$ cat config.mk
export PLATFORM = sky130hd
export DESIGN_NAME = lsu_top
export DESIGN_NICKNAME = d
export VERILOG_FILES = /design/src/hdl/lsu_pkg.sv /design/src/hdl/lsu_addr_split.sv /design/src/hdl/lsu_bus_monitor.sv /design/src/hdl/lsu_ctrl.sv /design/src/hdl/lsu_rdata_align.sv /design/src/hdl/lsu_top.sv /design/src/hdl/lsu_txn_counter.sv
export VERILOG_INCLUDE_DIRS = /design/src /design/src/hdl
export SDC_FILE = /design/constraint.sdc
export NUM_CORES = 1
export LEC_CHECK = 0
export BUFFER_PORTS_ARGS = -buffer_cell sky130_fd_sc_hd__buf_2
export CORE_ASPECT_RATIO = 0.75
export CORE_MARGIN = 5
export CORE_UTILIZATION = 35
export CTS_BUF_LIST = sky130_fd_sc_hd__clkbuf_2
export DETAILED_ROUTE_END_ITERATION = 16
export HOLD_SLACK_MARGIN = 0.06
export PLACE_DENSITY = 0.63
export SLEW_MARGIN = 5
export SYNTH_ARGS = -nofsm -noshare
export SYNTH_HDL_FRONTEND = slang
export SYNTH_SLANG_ARGS = --single-unit
$ cat constraint.sdc
create_clock -name clk -period 4.3 [get_ports clk]
set_input_delay 0.645 -clock clk [delete_from_list [all_inputs] [get_ports clk]]
set_output_delay 0.645 -clock clk [all_outputs]
set_load 0.01 [all_outputs]
$ cat src/hdl/lsu_consts.svh
`ifndef LSU_CONSTS_SVH
`define LSU_CONSTS_SVH

////////////////////
// Bus geometry
////////////////////

// Width of the data bus, of the address and of the pipeline data path
// Byte enables are derived from this as one bit per byte lane
`define LSU_DATA_W 32

////////////////////
// Bus depth
////////////////////

// Most bus transactions that may be granted but not yet answered
// A split access is the only way to reach this depth
`define LSU_MAX_OUTSTANDING 2

`endif

$ cat src/hdl/lsu_pkg.sv
`include "lsu_consts.svh"

package lsu_pkg;

  // Access size as encoded by the pipeline
  typedef enum logic [1:0] {
    LSU_SIZE_BYTE = 2'b00,
    LSU_SIZE_HALF = 2'b01,
    LSU_SIZE_WORD = 2'b10
  } lsu_size_e;

  // Controller states, one per bus phase of a request
  typedef enum logic [1:0] {
    LSU_ST_IDLE,
    LSU_ST_FIRST,
    LSU_ST_SECOND,
    LSU_ST_WAIT
  } lsu_state_e;

  ////////////////////
  // Pipeline side
  ////////////////////

  typedef struct packed {
    logic [`LSU_DATA_W-1:0] addr;
    logic                   we;
    lsu_size_e              size;
    logic                   sext;
    logic [`LSU_DATA_W-1:0] wdata;
  } lsu_req_t;

  typedef struct packed {
    logic [`LSU_DATA_W-1:0] rdata;
    logic                   we;
  } lsu_rsp_t;

  ////////////////////
  // Bus side
  ////////////////////

  typedef struct packed {
    logic                     req;
    logic [`LSU_DATA_W-1:0]   addr;
    logic                     we;
    logic [`LSU_DATA_W/8-1:0] be;
    logic [`LSU_DATA_W-1:0]   wdata;
  } obi_req_t;

  typedef struct packed {
    logic                   gnt;
    logic                   rvalid;
    logic [`LSU_DATA_W-1:0] rdata;
  } obi_rsp_t;

  // Sticky protocol error flags, cleared only by reset
  typedef struct packed {
    logic spurious_rvalid;
    logic count_overflow;
    logic req_while_busy;
  } lsu_err_t;

endpackage

$ cat src/hdl/lsu_addr_split.sv
`include "lsu_consts.svh"

module lsu_addr_split (
  input  lsu_pkg::lsu_req_t req_i,
  input  logic              second_half_i,
  output lsu_pkg::obi_req_t half_req_o,
  output logic              split_o
);

  logic [1:0]                 offset;
  logic [`LSU_DATA_W/8-1:0]   size_mask;
  logic [`LSU_DATA_W/4-1:0]   be_wide;
  logic [2*`LSU_DATA_W-1:0]   wdata_wide;
  logic [`LSU_DATA_W-3:0]     word_idx;

  always_comb begin
    offset   = req_i.addr[1:0];
    word_idx = req_i.addr[`LSU_DATA_W-1:2];

    // Lanes touched by an aligned access, and whether the access runs past lane 3
    case (req_i.size)
      lsu_pkg::LSU_SIZE_BYTE: begin
        size_mask = 4'b0001;
        split_o   = 1'b0;
      end
      lsu_pkg::LSU_SIZE_HALF: begin
        size_mask = 4'b0011;
        split_o   = (offset == 2'd3);
      end
      lsu_pkg::LSU_SIZE_WORD: begin
        size_mask = 4'b1111;
        split_o   = (offset != 2'd0);
      end
      default: begin
        size_mask = 4'b0000;
        split_o   = 1'b0;
      end
    endcase

    // Over two words, the low word holds the first half and the high word the second
    be_wide    = {4'b0000, size_mask} << offset;
    wdata_wide = {{`LSU_DATA_W{1'b0}}, req_i.wdata} << {offset, 3'b000};

    // The controller owns req
    half_req_o.req = 1'b0;
    half_req_o.we  = req_i.we;
    if (second_half_i) begin
      half_req_o.addr  = {word_idx + 1'b1, 2'b00};
      half_req_o.be    = be_wide[`LSU_DATA_W/4-1:`LSU_DATA_W/8];
      half_req_o.wdata = wdata_wide[2*`LSU_DATA_W-1:`LSU_DATA_W];
    end else begin
      half_req_o.addr  = {word_idx, 2'b00};
      half_req_o.be    = be_wide[`LSU_DATA_W/8-1:0];
      half_req_o.wdata = wdata_wide[`LSU_DATA_W-1:0];
    end
  end

endmodule

$ cat src/hdl/lsu_bus_monitor.sv
`include "lsu_consts.svh"

module lsu_bus_monitor (
  input  logic              clk,
  input  logic              rst_n,
  input  logic [2:0]        cnt_i,
  input  logic              rvalid_i,
  input  logic              req_valid_i,
  input  logic              busy_i,
  output lsu_pkg::lsu_err_t err_o
);

  lsu_pkg::lsu_err_t err_q;

  ////////////////////
  // Sticky flags
  ////////////////////

  always_ff @(posedge clk or negedge rst_n) begin
    if (!rst_n) begin
      err_q <= '0;
    end else begin
      // Every read-valid must answer an earlier grant
      if (rvalid_i && (cnt_i == 3'd0)) err_q.spurious_rvalid <= 1'b1;
      // The controller never issues past the bus depth
      if (cnt_i > `LSU_MAX_OUTSTANDING) err_q.count_overflow <= 1'b1;
      // The pipeline has no stall, so a strobe during busy is lost
      if (req_valid_i && busy_i) err_q.req_while_busy <= 1'b1;
    end
  end

  assign err_o = err_q;

endmodule

$ cat src/hdl/lsu_ctrl.sv
module lsu_ctrl (
  input  logic              clk,
  input  logic              rst_n,
  input  logic              req_valid_i,
  input  lsu_pkg::lsu_req_t req_i,
  input  lsu_pkg::obi_req_t half_req_i,
  input  logic              split_i,
  input  logic              obi_gnt_i,
  input  logic              last_rvalid_i,
  output logic              busy_o,
  output logic              second_half_o,
  output lsu_pkg::obi_req_t obi_req_o,
  output logic              rsp_valid_o,
  output lsu_pkg::lsu_req_t req_q_o
);

  lsu_pkg::lsu_state_e state_q;
  lsu_pkg::lsu_state_e state_d;
  lsu_pkg::lsu_req_t   req_q;
  logic                rsp_valid_q;
  logic                accept;

  // A strobe is only taken while idle, anything else is dropped
  assign accept = req_valid_i && (state_q == lsu_pkg::LSU_ST_IDLE);

  ////////////////////
  // Next state
  ////////////////////

  always_comb begin
    state_d = state_q;
    case (state_q)
      lsu_pkg::LSU_ST_IDLE: begin
        if (accept) state_d = lsu_pkg::LSU_ST_FIRST;
      end
      lsu_pkg::LSU_ST_FIRST: begin
        // The second half goes out right away, without waiting for rvalid
        if (obi_gnt_i) state_d = split_i ? lsu_pkg::LSU_ST_SECOND : lsu_pkg::LSU_ST_WAIT;
      end
      lsu_pkg::LSU_ST_SECOND: begin
        if (obi_gnt_i) state_d = lsu_pkg::LSU_ST_WAIT;
      end
      lsu_pkg::LSU_ST_WAIT: begin
        if (last_rvalid_i) state_d = lsu_pkg::LSU_ST_IDLE;
      end
      default: state_d = lsu_pkg::LSU_ST_IDLE;
    endcase
  end

  always_ff @(posedge clk or negedge rst_n) begin
    if (!rst_n) begin
      state_q     <= lsu_pkg::LSU_ST_IDLE;
      req_q       <= '0;
      rsp_valid_q <= 1'b0;
    end else begin
      state_q     <= state_d;
      // Completion lands one cycle after the last read-valid
      rsp_valid_q <= (state_q == lsu_pkg::LSU_ST_WAIT) && last_rvalid_i;
      if (accept) req_q <= req_i;
    end
  end

  // Payload stays fixed while req waits for gnt, it only depends on req_q and the state
  always_comb begin
    obi_req_o     = half_req_i;
    obi_req_o.req = (state_q == lsu_pkg::LSU_ST_FIRST) || (state_q == lsu_pkg::LSU_ST_SECOND);
  end

  assign busy_o        = (state_q != lsu_pkg::LSU_ST_IDLE);
  assign second_half_o = (state_q == lsu_pkg::LSU_ST_SECOND);
  assign rsp_valid_o   = rsp_valid_q;
  assign req_q_o       = req_q;

endmodule

$ cat src/hdl/lsu_rdata_align.sv
`include "lsu_consts.svh"

module lsu_rdata_align (
  input  logic                   clk,
  input  logic                   rst_n,
  input  lsu_pkg::lsu_req_t      req_i,
  input  logic                   split_i,
  input  logic                   obi_rvalid_i,
  input  logic [`LSU_DATA_W-1:0] obi_rdata_i,
  output logic                   last_rvalid_o,
  output logic [`LSU_DATA_W-1:0] rdata_o
);

  logic                     first_done_q;
  logic [`LSU_DATA_W-1:0]   first_word_q;
  logic [2*`LSU_DATA_W-1:0] merged;
  logic [2*`LSU_DATA_W-1:0] shifted;
  logic [`LSU_DATA_W-1:0]   aligned;
  logic [`LSU_DATA_W-1:0]   rdata_q;

  // Read-valids come in grant order, so the first one of a split is the low word
  assign last_rvalid_o = obi_rvalid_i && (!split_i || first_done_q);

  always_ff @(posedge clk or negedge rst_n) begin
    if (!rst_n) begin
      first_done_q <= 1'b0;
    end else if (obi_rvalid_i) begin
      first_done_q <= !last_rvalid_o;
    end
  end

  always_ff @(posedge clk) begin
    if (obi_rvalid_i && !last_rvalid_o) first_word_q <= obi_rdata_i;
    // Result is held until the next request finishes
    if (last_rvalid_o) rdata_q <= aligned;
  end

  ////////////////////
  // Shift and extend
  ////////////////////

  always_comb begin
    merged  = split_i ? {obi_rdata_i, first_word_q} : {{`LSU_DATA_W{1'b0}}, obi_rdata_i};
    shifted = merged >> {req_i.addr[1:0], 3'b000};
    case (req_i.size)
      lsu_pkg::LSU_SIZE_BYTE: begin
        aligned = {{(`LSU_DATA_W-8){req_i.sext & shifted[7]}}, shifted[7:0]};
      end
      lsu_pkg::LSU_SIZE_HALF: begin
        aligned = {{(`LSU_DATA_W-16){req_i.sext & shifted[15]}}, shifted[15:0]};
      end
      default: aligned = shifted[`LSU_DATA_W-1:0];
    endcase
  end

  assign rdata_o = rdata_q;

endmodule

$ cat src/hdl/lsu_top.sv
`include "lsu_consts.svh"

module lsu_top (
  input  logic              clk,
  input  logic              rst_n,
  input  logic              req_valid_i,
  input  lsu_pkg::lsu_req_t req_i,
  output logic              busy_o,
  output logic              rsp_valid_o,
  output lsu_pkg::lsu_rsp_t rsp_o,
  output lsu_pkg::obi_req_t obi_req_o,
  input  lsu_pkg::obi_rsp_t obi_rsp_i,
  output lsu_pkg::lsu_err_t err_o
);

  lsu_pkg::lsu_req_t      req_q;
  lsu_pkg::obi_req_t      half_req;
  logic                   split;
  logic                   second_half;
  logic                   last_rvalid;
  logic                   bus_gnt;
  logic [2:0]             txn_cnt;
  logic [`LSU_DATA_W-1:0] rdata;

  // A grant only counts while req is up
  assign bus_gnt = obi_req_o.req & obi_rsp_i.gnt;

  lsu_ctrl ctrl_i (
    .clk, .rst_n, .req_valid_i, .req_i, .half_req_i(half_req), .split_i(split),
    .obi_gnt_i(bus_gnt), .last_rvalid_i(last_rvalid), .busy_o,
    .second_half_o(second_half), .obi_req_o, .rsp_valid_o, .req_q_o(req_q)
  );

  lsu_addr_split split_i (
    .req_i(req_q), .second_half_i(second_half), .half_req_o(half_req), .split_o(split)
  );

  lsu_rdata_align align_i (
    .clk, .rst_n, .req_i(req_q), .split_i(split), .obi_rvalid_i(obi_rsp_i.rvalid),
    .obi_rdata_i(obi_rsp_i.rdata), .last_rvalid_o(last_rvalid), .rdata_o(rdata)
  );

  lsu_txn_counter counter_i (
    .clk, .rst_n, .gnt_i(bus_gnt), .rvalid_i(obi_rsp_i.rvalid), .cnt_o(txn_cnt)
  );

  lsu_bus_monitor monitor_i (
    .clk, .rst_n, .cnt_i(txn_cnt), .rvalid_i(obi_rsp_i.rvalid), .req_valid_i,
    .busy_i(busy_o), .err_o
  );

  // Stores complete as well, the write flag tells them apart
  assign rsp_o.rdata = rdata;
  assign rsp_o.we    = req_q.we;

endmodule

$ cat src/hdl/lsu_txn_counter.sv
module lsu_txn_counter (
  input  logic       clk,
  input  logic       rst_n,
  input  logic       gnt_i,
  input  logic       rvalid_i,
  output logic [2:0] cnt_o
);

  logic [2:0] cnt_q;

  // Grant and read-valid in the same cycle leave the count unchanged
  // Both ends saturate, so a stray read-valid cannot wrap the count
  always_ff @(posedge clk or negedge rst_n) begin
    if (!rst_n) begin
      cnt_q <= 3'd0;
    end else begin
      case ({gnt_i, rvalid_i})
        2'b10: begin
          if (cnt_q != 3'b111) cnt_q <= cnt_q + 3'd1;
        end
        2'b01: begin
          if (cnt_q != 3'b000) cnt_q <= cnt_q - 3'd1;
        end
        default: cnt_q <= cnt_q;
      endcase
    end
  end

  assign cnt_o = cnt_q;

endmodule

# == Word-level counts from Yosys, hierarchy flattened ==
# Index checks and enable logic that the tools add are counted.
# totals
output_inout_bits,108
in_bits,105
regBits,142
elab_cells,73
# op_classes
mux,15
n_lt_le_gt_ge,1
n_reduce_logical,19
bitwise,3
shifts,3
addsub,3
n_eq_ne,15
# op_table
cell,n
two-way mux 64 bit,1
one-hot mux 32 bit (2 select lines),1
<< shifter 32 x 5 -> 64 bit,1
right shift 64 x 5 -> 32 bit,1
two-way mux 36 bit,1
two-way mux 32 bit,1
"adder 30 x 1 -> 30 bit, second input constant",1
"!= test 2 x 1 -> 1 bit, second input constant",6
one-hot mux 4 bit (3 select lines),1
"== test 2 bit, second input constant",5
two-way mux 2 bit,4
one-hot mux 2 bit (4 select lines),1
<< shifter 4 x 2 -> 8 bit,1
"== test 2 x 1 -> 1 bit, second input constant",3
logical AND 1 bit,6
two-way mux 3 bit,2
one-hot mux 3 bit (2 select lines),1
nonzero test 2 bit,3
zero test 2 bit,2
AND reduction 4 bit,1
"adder 3 x 1 -> 3 bit, second input constant",1
AND 1 bit,3
"> comparator 3 x 2 -> 1 bit, second input constant",1
zero test 3 bit,1
other kinds (8),10

# == Depth between registers and ports, before layout ==
# depth
word_depth,7
depth_mapped,10
depth_no_buf,9

# == Modules after synthesis ==
# From an unflattened synthesis, not the netlist that was laid out.
# unflattened
hier_cells,745
hier_area_um2,8918.6
# by_module_without_submodules
mod,cells_per_inst,seq_area_each_um2,n_inst,area_per_inst_um2
lsu_rdata_align,250,1946.9,1,3572.2
lsu_ctrl,236,1776.7,1,3354.5
lsu_addr_split,220,0.0,1,1597.8
lsu_txn_counter,31,75.1,1,280.3
lsu_bus_monitor,7,75.1,1,107.6
lsu_top,1,0.0,1,6.3

# == Least setup slack after synthesis ==
# Ideal clock, no wire load.
# synth_timing
path_type,register to register
from,"register, netlist name ctrl_i.req_q_o[34]"
to,register align_i.first_word_q[10] (enable)
t_arrival_ps,3230
slack_ps,632
synth_period_minus_slack_ps,3668
required_time_ps,3862
stages_incl_launch_ff,8
setup_time_ps,438
cell_sequence,dfrtp_1 > inv_1 > ha_1 > buf_6 > a21oi_1 > o21ai_0 > nand2_2 > nor3_1
# synth_via
elab_chain_len,7
# synth_lines
element,line_no,rtl
== test 2 bit / == test 2 x 1 -> 1 bit (equally long branches),lsu_addr_split.sv:21,case (req_i.size)
one-hot mux 1 bit (2 select lines) (*),lsu_addr_split.sv:21,
zero test 1 bit (*),lsu_rdata_align.sv:22,assign last_rvalid_o = obi_rvalid_i && (!split_i || first_done_q);
logical OR 1 bit (*),lsu_rdata_align.sv:22,
logical AND 1 bit (*),lsu_rdata_align.sv:22,
zero test 1 bit (*),lsu_rdata_align.sv:33,if (obi_rvalid_i && !last_rvalid_o) first_word_q <= obi_rdata_i;
logical AND 1 bit (*),lsu_rdata_align.sv:33,
to (signal assigned),lsu_rdata_align.sv:33,
to (decl),lsu_rdata_align.sv:15,logic [`LSU_DATA_W-1:0] first_word_q;
# Every way passes the cells marked *; elsewhere a longest branch is shown, timed or not.
# A chain may end at the register's enable or synchronous reset.

==> flow_metrics.tcl <==
set metrics [dict create \
    worstReg2RegEnd "align_i.rdata_o[25]" \
    worstSetupPathType "flop to output pin" \
    synthArstFlopShare 0.5821 \
    synth.distinct_cells 64 \
    cap_viol_max_count 0 \
    rsz0062_at_grt "false" \
    die_x_um 181.2 \
    cts.sinks 134 \
    grt_first_pass_wirelength_mm 35.67 \
    setup_viol 0 \
    fin_nets 1034 \
    tightest_slew_ps 1033 \
    synth-compound-area-share 0.1380 \
    period_share 0.8786 \
    multiInputGateArea_um2 3787 \
    fmax_ghz 0.2647 \
    synthAdderAreaFrac 0.02211 \
    critical_path_buf_inv_count 2 \
    syn_area_um2 7695 \
    power_mw 7.493 \
    hold_violations 0 \
    hold_depth 2 \
    core-area_um2 21880 \
    power_leakage_nw 4.229 \
    synth_top_family_by_area "multiplexers" \
    synth_top_area_cell "dfrtp_1" \
    root_buffer "clkbuf_2" \
    drive_gt1_frac 0.3606 \
    fin_area_um2 9449 \
    r2r_slack_ps 900 \
    h-tree-depth 4 \
    crit_arrival_ps 3130 \
    crit_path_end_kind "output pin" \
    yosysMostFrequentCell "nand2_1" \
    clockBufferDepth 2 \
    path_delay_family "simple AND/OR/NAND/NOR gates" \
    drt-initial-drc-count 638 \
    synth_flop_cell "dfrtp_1" \
    fin_tns_setup_ps 0 \
    fin_worst_skew_ps 40.26 \
    fin_ws_ps 522.0 \
    cp_data_required_time_ps 3650 \
    grt_max_degree 79 \
    rows 47 \
    die_h_um 138.4 \
    cpPeakStageDelay_ps 640 \
    seq_area_um2 3637 \
    clkTransAtPathRegs_ps 230 \
    synthTopCellsByCount "80 x nand2_1, 78 x dfrtp_1, 72 x mux2_2" \
    synth_edf_count 56 \
    via_per_inst 5.339 \
    hold_path.class "input port to flop" \
    hp-start "req_i[3]" \
    cts_buffers 17 \
    synthXorXnorAreaFrac 0.03528 \
    crit_start "ctrl_i.state_q[0]" \
    slew_headroom 0.3115 \
    wl_met1_mm 10.76 \
    crit_fanout 16 \
    num-fill-cells 2198 \
    antenna_found_initial 2 \
    path_common_cell "nand3_1" \
    initial_core_util 0.3518 \
    clk_latency_ps 700 \
    powerDensity_nw_per_um2 793.0 \
    placed_cell_area_um2 8981 \
    die_area_um2 25080 \
    dr.pass1.iters 5 \
    syn_avg_cell_area_um2 11.01 \
    cts_tree "done" \
    layout_min_cycle_time_ps 3778 \
    n_antenna_cell 0 \
    crit_chain "inv_1 > ha_1 > nand3_1 > nor2_1 > nand3_1 > nor3_1 > xor2_1 > buf_2" \
    ios 213 \
    gp_congestion 0.8662 \
    status "completed" \
    synthTopCellsByArea "dfrtp_1 25%, edfxtp_1 22%, mux2_2 11%" \
    track_usage 0.1757 \
    via_count 6530 \
    dr_wl_met3_mm 2.157 \
    dp_hpwl_mm 16.49 \
    synth_seq_cells 134 \
    post_cts_buffers 0 \
    ys_warn_count 0 \
    startpoint_type "flop" \
    r2r-start "ctrl_i.req_q_o[34]" \
    netlist.area_leader.share 0.2537 \
    grt_pass1_vias 6259 \
    drc 0 \
    syn_inst 699 \
    synth.area.mux_share 0.1782 \
    ir_drop_uv 339.3 \
    portBuffers 210 \
    wl_per_cell_um 18.57 \
    drv_slew 0 \
    wl_met2_mm 9.524 \
    cp_slowest_cell "ha_1" \
    ys_seq_area_frac 0.4722 \
    highest_layer "met5" \
    hold_end "ctrl_i.req_q_o[3]" \
    syn_to_final_growth_pct 22.80 \
    gr-total-overflow 0 \
    routed_wl_mm 22.71 \
    reg2reg_depth 8 \
    holdWs_ps 167.7 \
    dp_slack_ps 957.2 \
    synth_simple_gate_area_frac 0.1159 \
    ant_nets 0 \
]
-- through the flow --
step                  util  instances
finish              0.4319       1223
global route        0.4319       1223
CTS                 0.4228       1203
detailed placement  0.4105       1167
global placement    0.4105       1167
floorplan                -        700
-- cell type report --
class                   count  area share
well taps                 294     0.03893
flip-flops and latches    134      0.3849
multi-input cells         503      0.4008
inverters                  16    0.006356
repair buffers            244      0.1449
clock buffers              19     0.01006
clock inverters            13     0.01404
-- routing by layer --
metal  vias to the layer above  global-route usage
met3                        20             0.05725
met2                       282              0.2472
met5                         -                   0
li1                       3034                   -
met4                         4             0.03395
met1                      3190              0.2650
-- cell usage in the layout, fill, tap and decap left out, types with 15 or more instances in the layout --
| cell | synthesis | routed |
|---|---|---|
| nand3_1 | 17 | 17 |
| o21ai_0 | 34 | 34 |
| clkbuf_2 | 0 | 19 |
| mux2_2 | 72 | 72 |
| xnor2_1 | 22 | 22 |
| buf_2 | 7 | 209 |
| dfrtp_1 | 78 | 77 |
| nor2_1 | 27 | 27 |
| inv_1 | 15 | 15 |
| dlygate4sd3_1 | 0 | 24 |
| mux2i_1 | 56 | 56 |
| nand2_1 | 80 | 79 |
| edfxtp_1 | 56 | 56 |
-- cell families (layout without fill, tap and decap cells) --
family | count (synthesis) | count (layout)
DFF | 134 | 134
muxes | 128 | 128
buffers and inverters | 63 | 292
and+or+nand+nor | 185 | 185
AOI/OAI and AO/OA | 144 | 144
adders and majority gates | 13 | 13
xor gates and xnor gates | 31 | 31
other | 1 | 2
-- how the worst max path moves through the flow --
stage / slack (ps) / depth (start not counted) / endpoint
5_1_grt: 30 / 8 / obi_req_o[52]
4_1_cts: 390 / 8 / obi_req_o[68]
2_1_floorplan: 630 / 7 / align_i.first_word_q[10]
3_3_place_gp: 1060 / 8 / align_i.rdata_o[17]
6_report: 520 / 8 / obi_req_o[52]
3_5_place_dp: 960 / 8 / align_i.rdata_o[17]
-- power breakdown --
group / switching [mW] / internal, mW
logic: 2.37 / 1.82
clock network: 0.502 / 0.268
registers: 0.504 / 2.02
-- repair_timing --
item | in CTS | in global routing
endpoints found under the hold margin | 5 | 20
resized for setup | 0 | 0
hold buffers | 4 | 20
-- sequential cells by signal, indices dropped and copies added, names as in the netlist --
name	cells
ctrl_i.req_q_o	68
align_i.rdata_o	32
align_i.first_word_q	24
counter_i.cnt_o	3
monitor_i.err_o	3
ctrl_i.state_q	2
align_i.first_done_q	1
ctrl_i.rsp_valid_o	1
-- worst register-to-register path, stage by stage (launching register included) --
cell and delay (ps):
dfrtp_1 460, inv_1 90, ha_1 690, nand3_2 490, mux2_2 460, o221a_2 270
nor4_4 300, buf_4 280, o211ai_1 130
No activity file was read; power rests on OpenSTA's default activity.
